## src/source/mmu_defs.svh

```systemverilog
`ifndef MMU_DEFS_SVH
`define MMU_DEFS_SVH

// ****************************************
// address and data widths
// ****************************************

`define MMU_VA_WIDTH      32 // virtual address.
`define MMU_PA_WIDTH      32 // physical address.
`define MMU_WB_ADR_WIDTH  2  // csr word address.
`define MMU_WB_DAT_WIDTH  32

// ****************************************
// csr map
// ****************************************

`define MMU_CSR_CRMD  2'd0
`define MMU_CSR_DMW0  2'd1
`define MMU_CSR_DMW1  2'd2
// word 3 is unmapped and reads as zero

// number of direct-mapped windows.
`define MMU_DMW_COUNT 2

`endif

```

## src/source/mmuCsrPkg.sv

```systemverilog
`include "mmu_defs.svh"

package mmuCsrPkg;

    typedef logic [1:0] plv_t;     // privilege level.
    typedef logic [1:0] memType_t; // memory access type.

    localparam plv_t PLV_KERNEL = 2'd0;
    localparam plv_t PLV_USER   = 2'd3;

    // {PG, DA} pair; direct translation is DA=1, PG=0.
    typedef logic [1:0] xlatMode_t;
    localparam xlatMode_t MODE_DIRECT = 2'b01;

    // ****************************************
    // CRMD
    // ****************************************

    localparam int CRMD_WIDTH = 9;
    typedef logic [CRMD_WIDTH-1:0] crmd_t;

    localparam int CRMD_PLV_LO  = 0;
    localparam int CRMD_PLV_HI  = 1;
    localparam int CRMD_DA      = 3;
    localparam int CRMD_PG      = 4;
    localparam int CRMD_DATF_LO = 5; // fetch memory type.
    localparam int CRMD_DATF_HI = 6;
    localparam int CRMD_DATM_LO = 7; // load/store memory type.
    localparam int CRMD_DATM_HI = 8;

    localparam crmd_t CRMD_MASK  = 9'h1fb; // bit 2 not implemented.
    localparam crmd_t CRMD_RESET = 9'h008; // direct mode, plv 0.

    // ****************************************
    // DMW
    // ****************************************

    typedef logic [`MMU_WB_DAT_WIDTH-1:0] dmw_t;

    localparam int DMW_PLV0    = 0;
    localparam int DMW_PLV3    = 3;
    localparam int DMW_MAT_LO  = 4;
    localparam int DMW_MAT_HI  = 5;
    localparam int DMW_PSEG_LO = 25;
    localparam int DMW_PSEG_HI = 27;
    localparam int DMW_VSEG_LO = 29;
    localparam int DMW_VSEG_HI = 31;

    localparam dmw_t DMW_MASK = 32'hee00_0039; // only the fields above.

endpackage

```

## src/source/mmuXlatPkg.sv

```systemverilog
package mmuXlatPkg;

    // ****************************************
    // request kind
    // ****************************************

    typedef enum logic [1:0]
    {
        FETCH = 2'd0,
        LOAD  = 2'd1,
        STORE = 2'd2
    } opKind_t;

    // ****************************************
    // exception reporting
    // ****************************************

    typedef logic [5:0] excCode_t;
    typedef logic [8:0] excSub_t;

    localparam excCode_t NO_EXC = 6'h00; // code field when nothing raised.
    localparam excCode_t ADE    = 6'h08; // address error.
    localparam excCode_t TLBR   = 6'h3f; // tlb refill.

    localparam excSub_t ADEF = 9'h000; // on fetch.
    localparam excSub_t ADEM = 9'h001; // on load or store.
    localparam excSub_t NONE = 9'h000;

    // ****************************************
    // per-port tags
    // ****************************************

    // word address of the fetched instruction.
    typedef logic [29:0] fetchTag_t;

    // load/store queue index.
    typedef logic [7:0] dataTag_t;

endpackage

```

## src/source/addressTranslator.sv

```systemverilog
`timescale 1ns/10ps
`include "mmu_defs.svh"

module addressTranslator
    import mmuCsrPkg::*;
    import mmuXlatPkg::*;
#(
    parameter type tagType = logic
)
(
    input  logic                     clk,
    input  logic                     rst,

    input  crmd_t                    crmd,
    input  dmw_t                     dmw0,
    input  dmw_t                     dmw1,

    input  logic                     reqValid,
    input  logic [`MMU_VA_WIDTH-1:0] reqVaddr,
    input  opKind_t                  reqOp,
    input  tagType                   reqTag,
    input  logic                     stall,
    input  logic                     flush,

    output logic                     rspValid,
    output logic [`MMU_PA_WIDTH-1:0] rspPaddr,
    output memType_t                 rspMemType,
    output logic                     rspExcValid,
    output excCode_t                 rspExcCode,
    output excSub_t                  rspExcSub,
    output tagType                   rspTag
);

    localparam int SEG_WIDTH = DMW_VSEG_HI - DMW_VSEG_LO + 1;

    plv_t                     curPlv;
    logic                     directMode;
    logic [SEG_WIDTH-1:0]     vseg;
    logic                     dmw0Hit;
    logic                     dmw1Hit;
    logic [`MMU_PA_WIDTH-1:0] nextPaddr;
    memType_t                 nextMemType;
    logic                     nextExc;
    excCode_t                 nextExcCode;
    excSub_t                  nextExcSub;

    // window enabled for this plv and segment matches.
    function automatic logic windowHit(dmw_t dmw, plv_t plv, logic [SEG_WIDTH-1:0] seg);
        logic plvOk;
        plvOk = (dmw[DMW_PLV0] && plv == PLV_KERNEL) || (dmw[DMW_PLV3] && plv == PLV_USER);
        return plvOk && (dmw[DMW_VSEG_HI:DMW_VSEG_LO] == seg);
    endfunction

    // ****************************************
    // translation decision
    // ****************************************

    assign curPlv     = crmd[CRMD_PLV_HI:CRMD_PLV_LO];
    assign directMode = ({crmd[CRMD_PG], crmd[CRMD_DA]} == MODE_DIRECT);
    assign vseg       = reqVaddr[`MMU_VA_WIDTH-1 -: SEG_WIDTH];
    assign dmw0Hit    = windowHit(dmw0, curPlv, vseg);
    assign dmw1Hit    = windowHit(dmw1, curPlv, vseg);

    always_comb
    begin
        nextPaddr   = '0;
        nextMemType = '0;
        nextExc     = 1'b0;
        nextExcCode = NO_EXC;
        nextExcSub  = NONE;
        if (directMode)
        begin
            nextPaddr   = reqVaddr;
            nextMemType = (reqOp == FETCH) ? crmd[CRMD_DATF_HI:CRMD_DATF_LO]
                                           : crmd[CRMD_DATM_HI:CRMD_DATM_LO];
        end
        else if (dmw0Hit) // dmw0 has priority.
        begin
            nextPaddr   = {dmw0[DMW_PSEG_HI:DMW_PSEG_LO], reqVaddr[`MMU_VA_WIDTH-SEG_WIDTH-1:0]};
            nextMemType = dmw0[DMW_MAT_HI:DMW_MAT_LO];
        end
        else if (dmw1Hit)
        begin
            nextPaddr   = {dmw1[DMW_PSEG_HI:DMW_PSEG_LO], reqVaddr[`MMU_VA_WIDTH-SEG_WIDTH-1:0]};
            nextMemType = dmw1[DMW_MAT_HI:DMW_MAT_LO];
        end
        else if (curPlv != PLV_KERNEL && reqVaddr[`MMU_VA_WIDTH-1])
        begin
            nextExc     = 1'b1; // user touching upper half.
            nextExcCode = ADE;
            nextExcSub  = (reqOp == FETCH) ? ADEF : ADEM;
        end
        else
        begin
            nextExc     = 1'b1; // no tlb behind this, always refill.
            nextExcCode = TLBR;
        end
    end

    // ****************************************
    // output register
    // ****************************************

    always_ff @(posedge clk)
    begin
        if (rst || flush)
        begin
            rspValid    <= 1'b0;
            rspExcValid <= 1'b0;
        end
        else if (!stall)
        begin
            rspValid    <= reqValid;
            rspExcValid <= reqValid && nextExc;
        end
    end

    always_ff @(posedge clk)
    begin
        if (!stall)
        begin
            rspPaddr   <= nextPaddr;
            rspMemType <= nextMemType;
            rspExcCode <= nextExcCode;
            rspExcSub  <= nextExcSub;
            rspTag     <= reqTag; // passed through untouched.
        end
    end

    // exception is only reported on a live response.
    excNeedsValid: assert property (@(posedge clk) disable iff (rst)
        rspExcValid |-> rspValid);

    // faulting access must not leak an address.
    excZeroPaddr: assert property (@(posedge clk) disable iff (rst)
        rspExcValid |-> (rspPaddr == '0));

endmodule

```

## src/source/memoryMappingUnit.sv

```systemverilog
`timescale 1ns/10ps
`include "mmu_defs.svh"

module memoryMappingUnit
    import mmuCsrPkg::*;
    import mmuXlatPkg::*;
(
    input  logic                         clk,
    input  logic                         rst,

    // ****************************************
    // wishbone csr slave
    // ****************************************
    input  logic                         wbCyc,
    input  logic                         wbStb,
    input  logic                         wbWe,
    input  logic [`MMU_WB_ADR_WIDTH-1:0] wbAdr,
    input  logic [`MMU_WB_DAT_WIDTH-1:0] wbDatW,
    output logic [`MMU_WB_DAT_WIDTH-1:0] wbDatR,
    output logic                         wbAck,

    // ****************************************
    // port 0, instruction fetch
    // ****************************************
    input  logic                         fetchReqValid,
    input  logic [`MMU_VA_WIDTH-1:0]     fetchVaddr,
    input  fetchTag_t                    fetchTag,
    input  logic                         fetchStall,
    input  logic                         fetchFlush,
    output logic                         fetchRspValid,
    output logic [`MMU_PA_WIDTH-1:0]     fetchPaddr,
    output memType_t                     fetchMemType,
    output logic                         fetchExcValid,
    output excCode_t                     fetchExcCode,
    output excSub_t                      fetchExcSub,
    output fetchTag_t                    fetchRspTag,

    // ****************************************
    // port 1, load and store
    // ****************************************
    input  logic                         dataReqValid,
    input  logic [`MMU_VA_WIDTH-1:0]     dataVaddr,
    input  opKind_t                      dataOp,
    input  dataTag_t                     dataTag,
    input  logic                         dataStall,
    input  logic                         dataFlush,
    output logic                         dataRspValid,
    output logic [`MMU_PA_WIDTH-1:0]     dataPaddr,
    output memType_t                     dataMemType,
    output logic                         dataExcValid,
    output excCode_t                     dataExcCode,
    output excSub_t                      dataExcSub,
    output dataTag_t                     dataRspTag
);

    crmd_t crmd;
    dmw_t  dmw0;
    dmw_t  dmw1;

    mmuCsrFile csrFile
    (
        .clk    (clk),
        .rst    (rst),
        .wbCyc  (wbCyc),
        .wbStb  (wbStb),
        .wbWe   (wbWe),
        .wbAdr  (wbAdr),
        .wbDatW (wbDatW),
        .wbDatR (wbDatR),
        .wbAck  (wbAck),
        .crmd   (crmd),
        .dmw0   (dmw0),
        .dmw1   (dmw1)
    );

    addressTranslator #(.tagType(fetchTag_t)) fetchXlat
    (
        .clk         (clk),
        .rst         (rst),
        .crmd        (crmd),
        .dmw0        (dmw0),
        .dmw1        (dmw1),
        .reqValid    (fetchReqValid),
        .reqVaddr    (fetchVaddr),
        .reqOp       (FETCH), // port 0 only fetches.
        .reqTag      (fetchTag),
        .stall       (fetchStall),
        .flush       (fetchFlush),
        .rspValid    (fetchRspValid),
        .rspPaddr    (fetchPaddr),
        .rspMemType  (fetchMemType),
        .rspExcValid (fetchExcValid),
        .rspExcCode  (fetchExcCode),
        .rspExcSub   (fetchExcSub),
        .rspTag      (fetchRspTag)
    );

    addressTranslator #(.tagType(dataTag_t)) dataXlat
    (
        .clk         (clk),
        .rst         (rst),
        .crmd        (crmd),
        .dmw0        (dmw0),
        .dmw1        (dmw1),
        .reqValid    (dataReqValid),
        .reqVaddr    (dataVaddr),
        .reqOp       (dataOp),
        .reqTag      (dataTag),
        .stall       (dataStall),
        .flush       (dataFlush),
        .rspValid    (dataRspValid),
        .rspPaddr    (dataPaddr),
        .rspMemType  (dataMemType),
        .rspExcValid (dataExcValid),
        .rspExcCode  (dataExcCode),
        .rspExcSub   (dataExcSub),
        .rspTag      (dataRspTag)
    );

endmodule

```

## src/source/mmuCsrFile.sv

```systemverilog
`timescale 1ns/10ps
`include "mmu_defs.svh"

module mmuCsrFile
    import mmuCsrPkg::*;
(
    input  logic                         clk,
    input  logic                         rst,

    input  logic                         wbCyc,
    input  logic                         wbStb,
    input  logic                         wbWe,
    input  logic [`MMU_WB_ADR_WIDTH-1:0] wbAdr,
    input  logic [`MMU_WB_DAT_WIDTH-1:0] wbDatW,
    output logic [`MMU_WB_DAT_WIDTH-1:0] wbDatR,
    output logic                         wbAck,

    output crmd_t                        crmd,
    output dmw_t                         dmw0,
    output dmw_t                         dmw1
);

    crmd_t crmdReg;
    dmw_t  dmwReg [`MMU_DMW_COUNT];
    logic  wbReq;
    logic  wrEn;

    // ****************************************
    // wishbone handshake
    // ****************************************

    assign wbReq = wbCyc && wbStb && !wbAck; // new cycle seen.
    assign wrEn  = wbReq && wbWe;

    always_ff @(posedge clk)
    begin
        if (rst)
        begin
            wbAck <= 1'b0;
        end
        else
        begin
            wbAck <= wbReq; // single-cycle ack.
        end
    end

    // ****************************************
    // registers
    // ****************************************

    always_ff @(posedge clk)
    begin
        if (rst)
        begin
            crmdReg <= CRMD_RESET;
            for (int i = 0; i < `MMU_DMW_COUNT; i++)
            begin
                dmwReg[i] <= '0;
            end
        end
        else if (wrEn)
        begin
            case (wbAdr)
                `MMU_CSR_CRMD: crmdReg   <= wbDatW[CRMD_WIDTH-1:0] & CRMD_MASK;
                `MMU_CSR_DMW0: dmwReg[0] <= wbDatW & DMW_MASK;
                `MMU_CSR_DMW1: dmwReg[1] <= wbDatW & DMW_MASK;
                default:       ; // unmapped word.
            endcase
        end
    end

    // read data follows the address held by the master.
    always_comb
    begin
        case (wbAdr)
            `MMU_CSR_CRMD: wbDatR = {{(`MMU_WB_DAT_WIDTH-CRMD_WIDTH){1'b0}}, crmdReg};
            `MMU_CSR_DMW0: wbDatR = dmwReg[0];
            `MMU_CSR_DMW1: wbDatR = dmwReg[1];
            default:       wbDatR = '0;
        endcase
    end

    assign crmd = crmdReg;
    assign dmw0 = dmwReg[0];
    assign dmw1 = dmwReg[1];

    // ****************************************
    // checks
    // ****************************************

    // ack is a single pulse per request.
    ackSinglePulse: assert property (@(posedge clk) disable iff (rst)
        wbAck |=> !wbAck);

    // no ack without a request on the previous cycle.
    ackFollowsRequest: assert property (@(posedge clk) disable iff (rst)
        wbAck |-> $past(wbCyc && wbStb));

endmodule

```

## config.mk

```make
export PLATFORM = sky130hd
export DESIGN_NAME = memoryMappingUnit
export DESIGN_NICKNAME = d
export VERILOG_FILES = /design/src/source/mmuCsrPkg.sv /design/src/source/mmuXlatPkg.sv /design/src/source/addressTranslator.sv /design/src/source/memoryMappingUnit.sv /design/src/source/mmuCsrFile.sv
export VERILOG_INCLUDE_DIRS = /design/src /design/src/source
export SDC_FILE = /design/constraint.sdc
export NUM_CORES = 1
export LEC_CHECK = 0
export BUFFER_PORTS_ARGS = -buffer_cell sky130_fd_sc_hd__buf_2
export CAP_MARGIN = 10
export CORE_UTILIZATION = 33
export CTS_BUF_LIST = sky130_fd_sc_hd__clkbuf_2
export DETAILED_ROUTE_END_ITERATION = 10
export HOLD_SLACK_MARGIN = 0.05
export PLACE_DENSITY = 0.65
export SLEW_MARGIN = 25
export SYNTH_ARGS = -nofsm -noshare
export SYNTH_HDL_FRONTEND = slang
export SYNTH_HIERARCHICAL = 1
export SYNTH_SLANG_ARGS = --single-unit
```

## constraint.sdc

```tcl
create_clock -name clk -period 3.5 [get_ports clk]
set_clock_uncertainty 0.05 [all_clocks]
set_input_delay 1.05 -clock clk [delete_from_list [all_inputs] [get_ports clk]]
set_output_delay 1.05 -clock clk [all_outputs]
set_load 0.05 [all_outputs]
```

==> results of run 1 <==
## stage by stage
stage               power, uW  area, um2   util  cells
floorplan                2660       6360      -    452
global placement         2830       7660  0.419    906
detailed placement       2840       7660  0.419    906
CTS                      3720       7870  0.431    938
global route             3830       7870  0.431    938
finish                   3670       7870  0.431    938
## area by class of cell
class,count,area (um2),share of cell area
flip-flops and latches,145,4220,0.537
clock inverters,14,120,0.0153
repair buffers,280,1440,0.183
multi-input cells,246,1680,0.214
inverters,6,22.5,0.00286
well taps,229,287,0.0364
clock buffers,18,90.1,0.0115
## final timing paths
kind	cells after the start	endpoint
worst min-delay path	1	csrFile/wbAck
worst max-delay path	6	wbDatR[5]
worst max register to register	6	fetchXlat/rspExcCode[4]
worst min register to register	1	csrFile/wbAck
## flip-flops by register name, indices dropped and copies added (netlist names)
register and cells:
dataXlat/rspValid 1, csrFile/crmd 8, fetchXlat/rspPaddr 32, fetchXlat/rspTag 30, dataXlat/rspMemType 2, fetchXlat/rspExcCode 2, dataXlat/rspTag 8, csrFile/wbAck 1
fetchXlat/rspMemType 2, dataXlat/rspExcSub 1, dataXlat/rspExcCode 2, csrFile/dmwReg 20, fetchXlat/rspValid 1, fetchXlat/rspExcSub 1, dataXlat/rspExcValid 1, dataXlat/rspPaddr 32
fetchXlat/rspExcValid 1
## critical path, delay by kind of cell
| family | cells | cell delay (ns) |
|---|---|---|
| simple gates | 2 | 0.25 |
| buf+inv | 3 | 0.68 |
| compound gates | 1 | 0.10 |
## layout by cell type, fill, tap and decap left out, drive strengths merged, types with 3 or more instances in the layout
| cell | count |
|---|---|
| conb | 36 |
| nand2 | 21 |
| mux2i | 28 |
| buf | 280 |
| nor2 | 5 |
| a22o | 6 |
| inv | 13 |
| a211oi | 3 |
| xor2 | 6 |
| and3 | 4 |
| edfxtp | 132 |
| and2 | 72 |
| mux2 | 4 |
| nand2b | 18 |
| clkbuf | 18 |
| o21ai | 8 |
| clkinv | 3 |
| nor3 | 4 |
| xnor2 | 6 |
| dfxtp | 13 |
| clkinvlp | 4 |
## power groups by stage
stage | clock network, uW | registers [uW] | logic [uW]
5_1_grt | 994 | 2040 | 790
2_1_floorplan | 0 | 2380 | 279
4_1_cts | 924 | 2040 | 762
6_report | 879 | 2030 | 758
3_5_place_dp | 0 | 2070 | 761
3_3_place_gp | 0 | 2070 | 756
## layer usage
layer,track usage,up-vias,share of wire
met4,0.0596,0,0.018
met2,0.279,166,0.55
met3,0.0396,14,0.056
met5,0,-,0
met1,0.159,1924,0.38
li1,-,1971,-
==> out/results.ini, run 1 <==
[outcome]
outcome = completed

[pwr]
intPower_uw = 2390
power.density_mw_per_mm2 = 467
swShare = 0.349
irDropWorstVdd_mv = 0.162
pwr-share-seq = 0.554
pwr-share-comb = 0.206
p_switching_uw = 1280
clockPowerShare = 0.239
p_leak_uw = 0.00340

[floorplan]
die_area_mm2 = 0.0195
core_mm2 = 0.0183
fp.dieH_um = 139
die_x_um = 139
start_util = 0.341
ioPinCount = 322
rows = 49

[global_route]
grt_max_degree = 58
grt_pass1_vias = 3795
grt_pass1_wl_um = 21400
antenna_found_initial = 0
grt_remaining_overflow = 0
grt.total_usage = 0.150

[critical_path]
critPathLaunchType = primary input
worstSetupStartpoint = wbAdr[1]
cp_data_arrival_time_ns = 2.08
crit_top_cell = buf_2
cp-end-kind = output port
reg2reg_from = csrFile/crmd[1]
r2r_setup_slack_ns = 1.13
crit_required_ns = 2.40
crit_fanout = 10
path_class = in2out
worst_path_largest_cell_delay_ns = 0.31
crit_chain = buf_2 > nor2b_1 > buf_4 > nand2_1 > o21ai_0 > buf_2
cp_slowest_cell = buf_2

[detailed_routing]
drc = 0
drt_iter0_drc = 178
drtPass1Iterations = 4
vias = 4075
antenna_left = 0
routed_wl_um = 14900
via_per_inst = 4.34
drt-wirelength-per-cell_um = 15.9

[clock_network]
cts.clk_slew.worst_paths_ns = 0.23
clkLatencyLatePin_ns = 0.69
cts_setup_buffers = 0
clock_sinks = 145
tritoncts = built
root_buffer = clkbuf_2
hold_buffers = 0
cts-htree-levels = 4
cts_buffer_depth = 2
cts.repair.resized = 0
cts_buffers = 17

[sta]
finalSetupTns_ns = 0
fmax_mhz = 314
period_needed_ns = 3.18
relSlewSlack = 0.598
finalCritPeriodShare = 0.909
setup_ws_ns = 0.320
setup-violations-final = 0
hold_viol = 0
slew_viol_final = 0
rsz0062_at_grt = no
timing.hold.ws_ns = 0.425
tightest_slew_ns = 0.602

[cells_and_area]
synthToLayoutAreaGrowth_pct = 26.1
nets = 845
antenna_cells = 0
fillCellCount = 1742
drive_gt1_frac = 0.475

[min_path]
worst_hold_path_type = reg2reg
hp-start = csrFile/wbAck

[synthesis]
syn-instance-count = 420
yosysWarnings = 6
syn_avg_cell_area_um2 = 14.9
synth_area_mm2 = 0.00624

[run]
maxCapViolations = 0

[placement]
numPortBuffers = 269
gp_congestion = 0.750
place_ws_ns = 0.324
post-dp-hpwl_um = 11400

(Power assumes the default switching activity.)
==> inputs of run 2 (changes only) <==
--- a/config.mk
+++ b/config.mk
@@ -8,3 +8,2 @@
 export LEC_CHECK = 0
-export BUFFER_PORTS_ARGS = -buffer_cell sky130_fd_sc_hd__buf_2
 export CAP_MARGIN = 10
@@ -13,4 +12,5 @@
 export DETAILED_ROUTE_END_ITERATION = 10
+export DONT_BUFFER_PORTS = 1
 export HOLD_SLACK_MARGIN = 0.05
-export PLACE_DENSITY = 0.65
+export PLACE_DENSITY = 0.51
 export SLEW_MARGIN = 25
==> constraint.sdc (replaced) <==
create_clock -name clk -period 3.5 [get_ports clk]
set_clock_uncertainty 0.05 [all_clocks]
set_input_delay 0.175 -clock clk [delete_from_list [all_inputs] [get_ports clk]]
set_output_delay 0.175 -clock clk [all_outputs]
set_load 0.05 [all_outputs]
==> out/results.ini, run 2 <==
[floorplan]
fp.dieH_um = 139  ; unchanged
start_util = 0.341  ; unchanged
die_x_um = 139  ; unchanged
rows = 49  ; unchanged
ioPinCount = 322  ; unchanged

[clock_network]
root_buffer = clkbuf_2
cts_buffers = 17  ; unchanged
cts-htree-levels = 4  ; unchanged
cts_buffer_depth = 2  ; unchanged
cts.repair.resized = 0  ; unchanged
hold_buffers = 133  ; +133
cts_setup_buffers = 0  ; unchanged

[placement]
place_ws_ns = 0.944  ; +0.620 ns
numPortBuffers = 0  ; -100%
post-dp-hpwl_um = 10300  ; -9.9%
gp_congestion = 0.762  ; +1.7%
place_area_mm2 = 0.00626  ; -18%

[outcome]
outcome.stop_stage = clock tree synthesis
error = [ERROR RSZ-0060] Max buffer count reached.
outcome = stopped before the end

[synthesis]
yosysWarnings = 6  ; unchanged
syn-instance-count = 420  ; unchanged
synth_area_mm2 = 0.00624  ; unchanged
syn_avg_cell_area_um2 = 14.9  ; unchanged

-- run 2: per-stage QoR --
step / hold WS, ns / std cells
3_5_place_dp: 0.205 / 629
2_1_floorplan: 0.198 / 452
3_3_place_gp: 0.200 / 629
==> inputs of run 3 (changes only) <==
CORE_UTILIZATION = 20   (was 33)
CTS_BUF_LIST = not set   (was sky130_fd_sc_hd__clkbuf_2)
HOLD_SLACK_MARGIN = not set   (was 0.05)
PLACE_DENSITY = not set   (was 0.51)
PLACE_DENSITY_LB_ADDON = 0.15   (was not set)
==> out/results.ini, run 3 (synthesis results as in run 1) <==
[clock_network]
cts-htree-levels = 4  ; unchanged
clock_sinks = 145
cts_buffer_depth = 2  ; unchanged
root_buffer = clkbuf_16
cts_buffers = 17  ; unchanged
cts.clk_slew.worst_paths_ns = 0.07
cts.repair.resized = 0  ; unchanged
tritoncts = built
clkLatencyLatePin_ns = 0.44
cts_setup_buffers = 0  ; unchanged

[cells_and_area]
nets = 702
layout_commonest_cell = edfxtp_1
antenna_cells = 0
drive_gt1_frac = 0.113
mostFrequentLayoutCells = edfxtp_1 (132), dlygate4sd3_1 (130), and2_1 (66)
final_util = 0.273
synthToLayoutAreaGrowth_pct = 34.4
fillCellCount = 3176
reg_top3 = dataXlat/rspPaddr x32, fetchXlat/rspPaddr x32, fetchXlat/rspTag x30

[critical_path]
r2r_setup_slack_ns = 0.90
cp-endpoint = dataXlat/rspExcCode[4]
critPathLaunchType = flop
r2r_cells = 4
r2r-end = dataXlat/rspExcCode[4]
path_class = reg2reg
worstSetupStartpoint = csrFile/crmd[1]
crit_fanout = 32
cp_data_arrival_time_ns = 2.74
crit_required_ns = 3.64
reg2reg_from = csrFile/crmd[1]
cp-end-kind = flop

[sta]
hold_viol = 0
relSlewSlack = 0.306
period_needed_ns = 2.60
fmax_mhz = 384
tightest_slew_ns = 1.03
rsz0062_at_grt = no
timing.hold.ws_ns = 0.0628
slew_viol_final = 0
finalSetupTns_ns = 0
finalCritPeriodShare = 0.744
setup_ws_ns = 0.898
setup-violations-final = 0

[detailed_routing]
routed_wl_um = 17200
drt-wirelength-per-cell_um = 17.9
via_per_inst = 3.80
drtPass1Iterations = 5
vias = 3657
drc = 0
antenna_left = 0
drt_iter0_drc = 168

[global_route]
grt_pass1_wl_um = 23200
grt.total_usage = 0.104
antenna_found_initial = 0
grt_pass1_vias = 3617
grt_max_degree = 47
grt_remaining_overflow = 0

[pwr]
p_leak_uw = 0.00303
power.density_mw_per_mm2 = 544
p_total_uw = 4560
irDropWorstVdd_mv = 0.302

[floorplan]
rows = 64  ; +31%
die_x_um = 179  ; +28%
core_mm2 = 0.0307
start_util = 0.203  ; -0.138
die_area_mm2 = 0.0319
fp.dieH_um = 179  ; +28%
ioPinCount = 322  ; unchanged

[placement]
post-dp-hpwl_um = 12200  ; +19%
place_ws_ns = 0.791  ; -0.153 ns
gp_congestion = 0.738  ; -3.2%
numPortBuffers = 0  ; unchanged

[min_path]
worst_hold_path_type = in2reg

[outcome]
outcome = completed

[run]
maxCapViolations = 0

run 3: timing repair:
item,in CTS,in global routing
setup endpoints to repair,0,0
hold buffers,130,0
endpoints found under the hold margin,131,0
run 3: through the flow:
step,area (um2),instances
2_1_floorplan,6360,452
3_3_place_gp,6510,800
3_5_place_dp,6510,800
4_1_cts,8380,962
5_1_grt,8390,962
6_report,8390,962
run 3: where the power goes:
part | internal, uW | leakage, uW | switching (uW)
Combinational | 156 | 0.00133 | 234
Sequential | 2010 | 0.00141 | 361
Clock | 1000 | 0.000283 | 797
run 3: how the worst min path moves through the flow:
stage                     startpoint                   end  cells after the start
after floorplan                  rst     dataXlat/rspValid                      1
after global placement           rst    fetchXlat/rspValid                      1
after detailed placement         rst     dataXlat/rspValid                      1
after CTS                        rst  csrFile/dmwReg[0][3]                      2
after global routing             rst  csrFile/dmwReg[0][3]                      2
final                            rst  csrFile/dmwReg[0][3]                      2
run 3: worst max-delay path: stages (launching register included):
cell and delay, ns:
dfxtp_1 0.45, or3b_4 0.46, a2111oi_4 0.57, nand3b_2 0.57, and2b_1 0.25
run 3: layout make-up:
| class | instances | area [um2] | area share |
|---|---|---|---|
| inverter | 6 | 23.8 | 0.00283 |
| timing repair buffer | 137 | 1390 | 0.165 |
| clock buffer | 17 | 425 | 0.0507 |
| clock inverter | 15 | 149 | 0.0178 |
| sequential | 145 | 4220 | 0.504 |
| tap | 396 | 495 | 0.0591 |
| multi-input combinational | 246 | 1680 | 0.201 |
run 3: metal layers:
metal	wire, um	share of wire	global-route usage
met2	8190	0.48	0.168
met4	218	0.013	0.0470
met1	7160	0.42	0.118
met3	1620	0.094	0.0431
met5	0	0	0
